===== config.mk =====
export PLATFORM = sky130hd
export DESIGN_NAME = bus_repeater_top
export DESIGN_NICKNAME = d
export VERILOG_FILES = /design/src/verilog/wire_pkg.sv /design/src/verilog/lane_delay.sv /design/src/verilog/word_launcher.sv /design/src/verilog/word_landing.sv /design/src/verilog/bus_repeater_top.sv
export SDC_FILE = /design/constraint.sdc
export NUM_CORES = 1
export LEC_CHECK = 0
export BUFFER_PORTS_ARGS = -buffer_cell sky130_fd_sc_hd__buf_2
export CAP_MARGIN = 20
export CORE_UTILIZATION = 40
export DETAILED_ROUTE_END_ITERATION = 6
export HOLD_SLACK_MARGIN = 0.05
export PLACE_DENSITY = 0.54
export SYNTH_ARGS = -nofsm -noshare
export SYNTH_HDL_FRONTEND = slang
export SYNTH_SLANG_ARGS = --single-unit

===== constraint.sdc =====
create_clock -name clk -period 3.51 [get_ports clk]
set_input_delay 0.351 -clock clk [delete_from_list [all_inputs] [get_ports clk]]
set_output_delay 0.351 -clock clk [all_outputs]
set_load 0.005 [all_outputs]

===== src/verilog/wire_pkg.sv =====
// Default repeater parameters and the credit counter width function

package wire_pkg;

  // --------------------
  // Default geometry
  // --------------------

  // Width of one payload word as it enters and leaves the repeater
  localparam int WORD_W_DEF = 64;

  // Number of lanes the word is split across
  // It has to divide the word width evenly
  localparam int NUM_LANES_DEF = 4;

  // Register stages on each lane, which models the length of the wire
  // A value of zero turns every lane into a plain connection
  localparam int NUM_STAGES_DEF = 3;

  // Entries in the landing FIFO, and so the number of credits at reset
  // Two is the smallest depth the pointer logic supports
  localparam int FIFO_DEPTH_DEF = 4;

  // --------------------
  // Helpers
  // --------------------

  // Bits needed by a counter that must reach the value depth itself
  // This covers both the credit counter and the FIFO occupancy count
  function automatic int credit_w(input int depth);
    return $clog2(depth + 1);
  endfunction

endpackage


===== src/verilog/lane_delay.sv =====
// One lane of valid-next delay stages with enable-gated data registers

module lane_delay #(
  // Slice width carried by this lane
  parameter int Width     = 1,
  // Number of register stages, zero gives a pass-through
  parameter int NumStages = 0
) (
  input  logic             clk,
  input  logic             rst_n,
  input  logic             in_valid_next,
  input  logic [Width-1:0] in,
  output logic             out_valid_next,
  output logic [Width-1:0] out
);

  // The valid_next flag runs one cycle ahead of the data it qualifies
  // A flag in stage i therefore tells stage i to capture from stage i-1
  // on the clock edge that ends the same cycle
  // This keeps the flag fanout and the long wire on different cycles

  if (NumStages == 0) begin : gen_passthru

    // No registers on the wire at all
    assign out_valid_next = in_valid_next;
    assign out            = in;

  end else begin : gen_stages

    // Flag chain, cleared on reset so no phantom word appears
    logic [NumStages-1:0] vn_q;

    // Data chain, one slice per stage
    logic [Width-1:0] data_q [NumStages];

    // --------------------
    // Valid-next chain
    // --------------------

    always_ff @(posedge clk or negedge rst_n) begin
      if (!rst_n) begin
        vn_q <= '0;
      end else begin
        vn_q[0] <= in_valid_next;
        for (int i = 1; i < NumStages; i++) begin
          vn_q[i] <= vn_q[i-1];
        end
      end
    end

    // --------------------
    // Data chain
    // --------------------

    // Each stage only loads when its own flag says a slice is passing
    // Idle stages keep their old value and do not toggle
    always_ff @(posedge clk) begin
      if (vn_q[0]) begin
        data_q[0] <= in;
      end
      for (int i = 1; i < NumStages; i++) begin
        if (vn_q[i]) begin
          data_q[i] <= data_q[i-1];
        end
      end
    end

    // Last stage drives the far end of the wire
    assign out_valid_next = vn_q[NumStages-1];
    assign out            = data_q[NumStages-1];

  end

endmodule


===== src/verilog/word_launcher.sv =====
// Input handshake, credit counter, return-wire delay and word slicing onto the lanes

module word_launcher import wire_pkg::*; #(
  parameter int WORD_W     = WORD_W_DEF,
  parameter int NUM_LANES  = NUM_LANES_DEF,
  parameter int NUM_STAGES = NUM_STAGES_DEF,
  parameter int FIFO_DEPTH = FIFO_DEPTH_DEF
) (
  input  logic                 clk,
  input  logic                 rst_n,
  input  logic                 in_valid,
  input  logic [WORD_W-1:0]    in_data,
  input  logic                 pop,
  output logic                 in_ready,
  output logic [NUM_LANES-1:0] launch_valid_next,
  output logic [WORD_W-1:0]    launch_data
);

  // Bits per lane slice
  localparam int LANE_W = WORD_W / NUM_LANES;

  // Counter width able to hold the full FIFO depth
  localparam int CNT_W = credit_w(FIFO_DEPTH);

  // Free FIFO slots at the far end, as seen from this side
  logic [CNT_W-1:0] credit_cnt;

  // Input handshake fires this cycle
  logic accept;

  // Delayed pop, one credit comes back when it is high
  logic credit_ret;

  // Word captured at acceptance, held until the slices are launched
  logic [WORD_W-1:0] hold_q;

  // --------------------
  // Input handshake
  // --------------------

  // Ready as long as at least one landing slot is still free
  assign in_ready = (credit_cnt != '0);
  assign accept   = in_valid && in_ready;

  // --------------------
  // Return wire
  // --------------------

  // The pop pulse travels back over as many stages as the forward lanes
  if (NUM_STAGES > 0) begin : gen_ret_wire

    logic [NUM_STAGES-1:0] ret_q;

    always_ff @(posedge clk or negedge rst_n) begin
      if (!rst_n) begin
        ret_q <= '0;
      end else begin
        ret_q[0] <= pop;
        for (int i = 1; i < NUM_STAGES; i++) begin
          ret_q[i] <= ret_q[i-1];
        end
      end
    end

    assign credit_ret = ret_q[NUM_STAGES-1];

  end else begin : gen_ret_direct

    // Zero-length wire, the credit is back in the same cycle as the pop
    assign credit_ret = pop;

  end

  // --------------------
  // Credit counter
  // --------------------

  // Starts full and moves by at most one per cycle in either direction
  // A returned credit is usable from the cycle after it arrives
  always_ff @(posedge clk or negedge rst_n) begin
    if (!rst_n) begin
      credit_cnt <= CNT_W'(FIFO_DEPTH);
    end else begin
      case ({accept, credit_ret})
        2'b10:   credit_cnt <= credit_cnt - 1'b1;
        2'b01:   credit_cnt <= credit_cnt + 1'b1;
        default: credit_cnt <= credit_cnt;
      endcase
    end
  end

  // --------------------
  // Launch registers
  // --------------------

  // One flag copy per lane so each lane gets its own driver
  always_ff @(posedge clk or negedge rst_n) begin
    if (!rst_n) begin
      launch_valid_next <= '0;
    end else begin
      launch_valid_next <= {NUM_LANES{accept}};
    end
  end

  // Capture the word on the accepting edge, the producer may change it after
  always_ff @(posedge clk) begin
    if (accept) begin
      hold_q <= in_data;
    end
  end

  // One cycle behind the flags, each lane loads its slice under its own flag
  always_ff @(posedge clk) begin
    for (int i = 0; i < NUM_LANES; i++) begin
      if (launch_valid_next[i]) begin
        launch_data[i*LANE_W +: LANE_W] <= hold_q[i*LANE_W +: LANE_W];
      end
    end
  end

endmodule


===== src/verilog/word_landing.sv =====
// Lane join, landing FIFO, output handshake and the pop pulse back to the launcher

module word_landing import wire_pkg::*; #(
  parameter int WORD_W     = WORD_W_DEF,
  parameter int NUM_LANES  = NUM_LANES_DEF,
  parameter int FIFO_DEPTH = FIFO_DEPTH_DEF
) (
  input  logic                 clk,
  input  logic                 rst_n,
  input  logic [NUM_LANES-1:0] land_valid_next,
  input  logic [WORD_W-1:0]    land_data,
  input  logic                 out_ready,
  output logic                 out_valid,
  output logic [WORD_W-1:0]    out_data,
  output logic                 pop
);

  // Occupancy counter width, must reach FIFO_DEPTH
  localparam int CNT_W = credit_w(FIFO_DEPTH);

  // Pointer width for a depth of at least two
  localparam int PTR_W = $clog2(FIFO_DEPTH);

  // Lane 0 flag delayed by one cycle so it lines up with the slices
  logic land_valid_q;

  // Write strobe into the FIFO
  logic push;

  // Storage, one full word per entry
  logic [WORD_W-1:0] fifo_mem [FIFO_DEPTH];

  // Circular pointers and the number of stored words
  logic [PTR_W-1:0] wr_ptr;
  logic [PTR_W-1:0] rd_ptr;
  logic [CNT_W-1:0] fifo_cnt;

  // Advance a pointer and wrap at the last entry
  // The depth need not be a power of two
  function automatic logic [PTR_W-1:0] ptr_inc(input logic [PTR_W-1:0] ptr);
    if (ptr == PTR_W'(FIFO_DEPTH - 1)) begin
      return '0;
    end
    return ptr + PTR_W'(1);
  endfunction

  // --------------------
  // Lane join
  // --------------------

  // All lanes are launched together and carry the same flag pattern
  // Lane 0 alone decides when the joined word is complete
  // The slices already sit in word order on land_data
  always_ff @(posedge clk or negedge rst_n) begin
    if (!rst_n) begin
      land_valid_q <= 1'b0;
    end else begin
      land_valid_q <= land_valid_next[0];
    end
  end

  assign push = land_valid_q;

  // --------------------
  // FIFO storage
  // --------------------

  // Credits upstream keep the writer from ever seeing a full FIFO
  always_ff @(posedge clk) begin
    if (push) begin
      fifo_mem[wr_ptr] <= land_data;
    end
  end

  // --------------------
  // Pointers and count
  // --------------------

  always_ff @(posedge clk or negedge rst_n) begin
    if (!rst_n) begin
      wr_ptr <= '0;
      rd_ptr <= '0;
    end else begin
      if (push) begin
        wr_ptr <= ptr_inc(wr_ptr);
      end
      if (pop) begin
        rd_ptr <= ptr_inc(rd_ptr);
      end
    end
  end

  // A push and a pop in the same cycle leave the count unchanged
  always_ff @(posedge clk or negedge rst_n) begin
    if (!rst_n) begin
      fifo_cnt <= '0;
    end else begin
      case ({push, pop})
        2'b10:   fifo_cnt <= fifo_cnt + 1'b1;
        2'b01:   fifo_cnt <= fifo_cnt - 1'b1;
        default: fifo_cnt <= fifo_cnt;
      endcase
    end
  end

  // --------------------
  // Output handshake
  // --------------------

  // Head of the FIFO is shown whenever anything is stored
  assign out_valid = (fifo_cnt != '0);
  assign out_data  = fifo_mem[rd_ptr];

  // Every completed output transfer frees one slot, and that is the pop
  // It goes back to the launcher as a credit
  assign pop = out_valid && out_ready;

endmodule


===== src/verilog/bus_repeater_top.sv =====
// Repeater top level with the launcher, the lane generate loop and the landing

module bus_repeater_top import wire_pkg::*; #(
  parameter int WORD_W     = WORD_W_DEF,
  parameter int NUM_LANES  = NUM_LANES_DEF,
  parameter int NUM_STAGES = NUM_STAGES_DEF,
  parameter int FIFO_DEPTH = FIFO_DEPTH_DEF
) (
  input  logic              clk,
  input  logic              rst_n,
  input  logic              in_valid,
  input  logic [WORD_W-1:0] in_data,
  output logic              in_ready,
  output logic              out_valid,
  output logic [WORD_W-1:0] out_data,
  input  logic              out_ready
);

  // Bits carried by each lane
  localparam int LANE_W = WORD_W / NUM_LANES;

  // Near end of the wire, one flag per lane plus the sliced word
  logic [NUM_LANES-1:0] launch_valid_next;
  logic [WORD_W-1:0]    launch_data;

  // Far end of the wire, same layout
  logic [NUM_LANES-1:0] land_valid_next;
  logic [WORD_W-1:0]    land_data;

  // Output transfer pulse, travelling back as a credit
  logic pop;

  // --------------------
  // Launcher
  // --------------------

  word_launcher #(
    .WORD_W     (WORD_W),
    .NUM_LANES  (NUM_LANES),
    .NUM_STAGES (NUM_STAGES),
    .FIFO_DEPTH (FIFO_DEPTH)
  ) u_launcher (
    .clk               (clk),
    .rst_n             (rst_n),
    .in_valid          (in_valid),
    .in_data           (in_data),
    .pop               (pop),
    .in_ready          (in_ready),
    .launch_valid_next (launch_valid_next),
    .launch_data       (launch_data)
  );

  // --------------------
  // Lanes
  // --------------------

  // Lane i carries bits i*LANE_W upward, each with its own flag chain
  for (genvar i = 0; i < NUM_LANES; i++) begin : gen_lanes
    lane_delay #(
      .Width     (LANE_W),
      .NumStages (NUM_STAGES)
    ) u_lane (
      .clk            (clk),
      .rst_n          (rst_n),
      .in_valid_next  (launch_valid_next[i]),
      .in             (launch_data[i*LANE_W +: LANE_W]),
      .out_valid_next (land_valid_next[i]),
      .out            (land_data[i*LANE_W +: LANE_W])
    );
  end

  // --------------------
  // Landing
  // --------------------

  word_landing #(
    .WORD_W     (WORD_W),
    .NUM_LANES  (NUM_LANES),
    .FIFO_DEPTH (FIFO_DEPTH)
  ) u_landing (
    .clk             (clk),
    .rst_n           (rst_n),
    .land_valid_next (land_valid_next),
    .land_data       (land_data),
    .out_ready       (out_ready),
    .out_valid       (out_valid),
    .out_data        (out_data),
    .pop             (pop)
  );

endmodule


# Yosys cells after proc, flatten, opt, wreduce, memory -nomap -nowiden
# Memory sizes are Yosys's and may differ from the RTL's.
# Index checks and enable logic that the tools add are counted.
# word_totals
ff_bits	155
ram_bits	448
input_bits	68
output_inout_bits	66
memories	5
# op_classes
n_addsub	6
eq_ne	6
mux	36
reduce_logical	6
# mem_list
memory	depth	width	read_ports	rd_ports_with_merged_regs	wr	line_no	source
u_landing.fifo_mem	4	64	1	0	1	word_landing.sv:31	logic [WORD_W-1:0] fifo_mem [FIFO_DEPTH];
gen_lanes[0].u_lane.gen_stages.data_q	3	16	3	0	3	lane_delay.sv:34	logic [Width-1:0] data_q [NumStages];
gen_lanes[1].u_lane.gen_stages.data_q	3	16	3	0	3	lane_delay.sv:34	
gen_lanes[2].u_lane.gen_stages.data_q	3	16	3	0	3	lane_delay.sv:34	
gen_lanes[3].u_lane.gen_stages.data_q	3	16	3	0	3	lane_delay.sv:34	
# op_table
op	n
1-bit two-way mux	30
3-bit one-hot mux with 2 select lines	2
2-bit == test (second input constant)	4
2-bit two-way mux	4
3-bit by 1-bit adder with 3-bit output (second input constant)	2
3-bit nonzero test	2
3-bit by 1-bit subtractor with 3-bit output (second input constant)	2
2-bit by 1-bit adder with 2-bit output (second input constant)	2
2-bit by 1-bit == test with 1-bit output (second input constant)	2
2-bit nonzero test	2
1-bit logical AND	2

# Depth between registers and ports, before layout
# depth
word_depth	4
mapped_depth	9

# Modules after synthesis
# A second synthesis with hierarchy kept.
# hier_totals
hier_cells	792
hier_area_um2	20363.3
# modules_own_cells
module	instances	cells_each	area_each_um2
word_landing	1	375	9675.5
lane_delay	4	67	1636.6
word_launcher	1	149	4141.5

# Worst setup path after synthesis
# No wires, ideal clock.
# synth_timing
path_type	register to register
startpoint	reg u_landing.wr_ptr[0]
endpoint	mem u_landing.fifo_mem[0][0] (netlist bit), enable pin
t_arrival_ns	2.125
t_required_ns	3.081
setup_slack_ns	0.956
path_stages_with_launch	4
n_path_buf	0
synth_period_minus_slack_ns	2.554
path_cell_list	dfrtp_1 -> inv_1 -> ha_1 -> and2_1
# synth_lines
element	line_no	source
start, declared	word_landing.sv:34	logic [PTR_W-1:0] wr_ptr;
start signal, assigned	word_landing.sv:85	wr_ptr <= ptr_inc(wr_ptr);
end, declared	word_landing.sv:31	
# Straight into the memory's write port.

# Worst setup path in the final report
# layout_timing
startpoint	reg u_landing.rd_ptr[0]
endpoint	out out_data[57]
# layout_via
elab_chain_len	1
# layout_lines
element	line_no	source
start, declared	word_landing.sv:35	logic [PTR_W-1:0] rd_ptr;
start signal, assigned	word_landing.sv:88	rd_ptr <= ptr_inc(rd_ptr);
memory 4 x 64 bit	n/a	
end, declared	bus_repeater_top.sv:15	output logic [WORD_W-1:0] out_data,
# Every way passes these cells.

==> run summary <==
============================================================================
Result of the run                                               complete, no violations
Clock sink count                                                         594
Drt total wl                                                        32790 um
Global Route Usage Sum                                                0.1348
GR Overflow Total                                                          0
Share of synthesized area occupied by flip-flops and latches          0.9042
Clock Root Buffer                                               sky130_fd_sc_hd__clkbuf_16
Worst slew margin relative to its limit                               0.3075
Worst EP arrival                                                     2.39 ns
Required time of the critical path                                   3.16 ns
Final design instance area without fill                          23520 sq um
DRC marker count from the first detailed-route iteration                 455
Unrepaired setup endpoints after global routing                        false
CTS HTree Levels                                                           2
Nets                                                                    1049
Routability congestion estimate                                       0.6915
Final Cycle Share                                                     0.7812
Pwr/cell area                                                   818.3 nW/um^2
Fmax                                                               364.7 MHz
Hold Violations, Final                                                     0
Longest Clk Path Bufs                                                      3
Maximum single-stage delay on the critical path                      0.74 ns
Number of maximum-capacitance constraint violations                        0
Die ar.                                                          49960 sq um
Fraction of layout cells with a size suffix above 1                   0.2933
Count of warnings emitted by yosys                                         0
Placed Cells                                                            1462
Leakage dissipation                                                 7.962 nW
Total of hold buffers inserted after clock tree synthesis                 65
Via count of the first global-routing pass                              8209
Commonest register cell after synthesis                         sky130_fd_sc_hd__edfxtp_1
Worst clock skew                                                  0.01843 ns
Category of the most critical setup path                             reg2out
Per-cell routed wire length                                         20.10 um
Total negative slack for setup checks                                   0 ns
CTS tree                                                                 yes
Final cell count without fillers                                        1631
Vias post-DR                                                            7732
Register area                                                    17770 sq um
Avg Cell Area, Syn                                               27.45 sq um
DIE WIDTH                                                           223.5 um
Pwr Total                                                          0.01924 W
Multi-input logic area                                            1752 sq um
Final-report max-slew violation count                                      0
Most frequent cell after synthesis                              sky130_fd_sc_hd__edfxtp_1
Cell type with the largest total area after synthesis           sky130_fd_sc_hd__edfxtp_1
Buffers added on ports                                                   133
Maximum vdd drop                                                 0.0004771 V
Initial antenna violation count                                            1
Placed instance area                                             21130 sq um
Overall die height                                                  223.5 um
Number of synthesized flops with an enable pin                           576
Initial Util                                                          0.4085
Pin slew with the least headroom to its limit                       1.039 ns
First-pass GRT wire length                                          49440 um
Number of post-CTS setup repair buffers                                    0
Row count                                                                 80
Flops & latches, synth                                                   594
Pin count of the biggest net entering global routing                      66
Post-detailed-route via-to-cell ratio                                  4.741
Worst min-delay path class                                            in2reg
Count of cell types in the netlist                                        20
Slowest cell on the critical path                               sky130_fd_sc_hd__dfrtp_4
Combined area of all synthesized cells                           19630 sq um
Number of DRC violations after detailed routing                            0
Post-synth top cells                                            sky130_fd_sc_hd__edfxtp_1 (576), sky130_fd_sc_hd__mux4_2 (64), sky130_fd_sc_hd__dfrtp_1 (17)
Syn_nets                                                                 792
Syn Inst Count                                                           715
Clock network latency to the later pin of the worst-skew pair        0.60 ns
Worst Path Max Fanout                                                     23
Layout filler cell count                                                3904
Clock Pin Slew Worst Setup and Hold Paths                            0.06 ns
Antenna diode count                                                        0
Endpoints failing setup                                                    0
Worst setup EP type                                              output port
Top cells by area, synth                                        sky130_fd_sc_hd__edfxtp_1 (88%), sky130_fd_sc_hd__mux4_2 (7.3%), sky130_fd_sc_hd__dfrtp_1 (2.2%)
Core Footprint                                                   48050 sq um
Critical path, cell by cell                                     buf_12, mux4_2, buf_2
Detail Placement HPWL                                               17300 um
Async S/R FF share, synth                                            0.03030
Post-DRT Antenna Nets                                                      0
Router iterations before antenna repair                                    4
Inserted Clock Buffers                                                    58
CTS-repair resized insts                                                   0
Number of top-level pins                                                 134
Final period demand of the worst path                               2.742 ns
Layout area overhead                                                  19.80%
Type of element launching the critical path                             flop
Post-synth top area share                                             0.8812
============================================================================
[worst max-delay path, delay by kind of cell (launching register included)]
family / cells / cell delay [ns]
muxes: 1 / 0.59
DFF: 1 / 0.74
buffers and inverters: 2 / 0.45
[final cells by class]
class	count	share of cell area
Multi-Input combinational cell	98	0.07449
Clock inverter	23	0.006279
Inverter	9	0.001490
Clock buffer	81	0.06757
Sequential cell	594	0.7557
Tap cell	615	0.03272
Timing Repair Buffer	211	0.06172
[state kept, by name (all words and copies together) (netlist names)]
name and flops:
u_landing.fifo_mem 256, gen_lanes.u_lane.gen_stages.data_q 192, u_launcher.hold_q 64, u_launcher.launch_data 64, gen_lanes.u_lane.gen_stages.vn_q 3, u_landing.fifo_cnt 3, u_launcher.credit_cnt 3, u_launcher.gen_ret_wire.ret_q 3
u_landing.rd_ptr 2, u_landing.wr_ptr 2, u_landing.land_valid_q 1, u_launcher.launch_valid_next 1
[logic make-up after synthesis]
group,after synthesis,synth area share
multiplexers,68,0.07566
AO/OA/AOI/OAI,2,0.0005100
flip-flops,594,0.9042
buffers and inverters,23,0.007075
adder cells (fa/ha/maj),9,0.006502
AND/OR/NAND/NOR,13,0.003378
XOR/XNOR,6,0.002677
[report_power, final]
| part | total, W | switching [W] | internal (W) |
|---|---|---|---|
| logic | 0.00280 | 0.00138 | 0.00142 |
| registers | 0.0108 | 0.000959 | 0.00983 |
| clock network | 0.00566 | 0.00244 | 0.00322 |
[per-layer routing]
layer	wire, um	vias to the layer above	track usage
met5	0	-	0
met4	639	0	0.03889
met3	1464	50	0.03121
met2	16190	163	0.2216
met1	14500	4023	0.1801
li1	-	3496	-
[final timing paths]
kind                                                              end  slack [ns]                                        from  cells past startpoint
hold reg to reg            u_launcher.gen_ret_wire.ret_q[1]$_DFF_PN0_        0.36  u_launcher.gen_ret_wire.ret_q[0]$_DFF_PN0_                      0
hold / removal             u_launcher.gen_ret_wire.ret_q[0]$_DFF_PN0_        0.16                                   out_ready                      3
setup reg to reg                 u_launcher.credit_cnt[2]$_DFFE_PN1P_        1.33        u_launcher.credit_cnt[1]$_DFFE_PN0P_                      8
max in group asynchronous             u_landing.rd_ptr[0]$_DFFE_PN0P_        2.88                                       rst_n                      2
setup / recovery                                         out_data[57]        0.77             u_landing.rd_ptr[0]$_DFFE_PN0P_                      3
min in group asynchronous        u_launcher.credit_cnt[1]$_DFFE_PN0P_        0.24                                       rst_n                      2
[layout by cell type, fill, tap and decap left out, types with 2 or more instances in the layout]
| cell type | Yosys | final |
|---|---|---|
| sky130_fd_sc_hd__edfxtp_1 | 576 | 576 |
| sky130_fd_sc_hd__buf_2 | 6 | 133 |
| sky130_fd_sc_hd__dlygate4sd3_1 | 0 | 65 |
| sky130_fd_sc_hd__mux4_2 | 64 | 64 |
| sky130_fd_sc_hd__clkbuf_16 | 0 | 59 |
| sky130_fd_sc_hd__clkbuf_1 | 1 | 19 |
| sky130_fd_sc_hd__clkinv_1 | 0 | 12 |
| sky130_fd_sc_hd__dfrtp_1 | 17 | 11 |
| sky130_fd_sc_hd__buf_4 | 2 | 10 |
| sky130_fd_sc_hd__clkinv_2 | 0 | 8 |
| sky130_fd_sc_hd__inv_1 | 9 | 8 |
| sky130_fd_sc_hd__ha_1 | 7 | 7 |
| sky130_fd_sc_hd__dfrtp_4 | 0 | 6 |
| sky130_fd_sc_hd__and2_4 | 0 | 4 |
| sky130_fd_sc_hd__xor2_1 | 4 | 4 |
| sky130_fd_sc_hd__or3_1 | 3 | 3 |
| sky130_fd_sc_hd__nand2_1 | 3 | 3 |
| sky130_fd_sc_hd__mux2_2 | 3 | 3 |
| sky130_fd_sc_hd__nor2_1 | 3 | 3 |
| sky130_fd_sc_hd__clkbuf_8 | 0 | 3 |
| sky130_fd_sc_hd__buf_12 | 0 | 3 |
| sky130_fd_sc_hd__xnor2_1 | 2 | 2 |
| sky130_fd_sc_hd__o21ai_0 | 2 | 2 |
| sky130_fd_sc_hd__fa_1 | 2 | 2 |
| sky130_fd_sc_hd__inv_6 | 0 | 2 |
[metrics by stage]
| step | setup slack, ns | hold WS [ns] | utilization |
|---|---|---|---|
| after global placement | 1.319 | 0.3401 | 0.4397 |
| final | 0.7679 | 0.1556 | 0.4894 |
| after global routing | 0.5973 | 0.1427 | 0.4894 |
| after CTS | 0.6440 | 0.1070 | 0.4894 |
| after floorplan | 0.9565 | 0.05541 | - |
| after detailed placement | 1.310 | 0.3370 | 0.4397 |
Note: power is estimated with default switching activity, not from simulation.
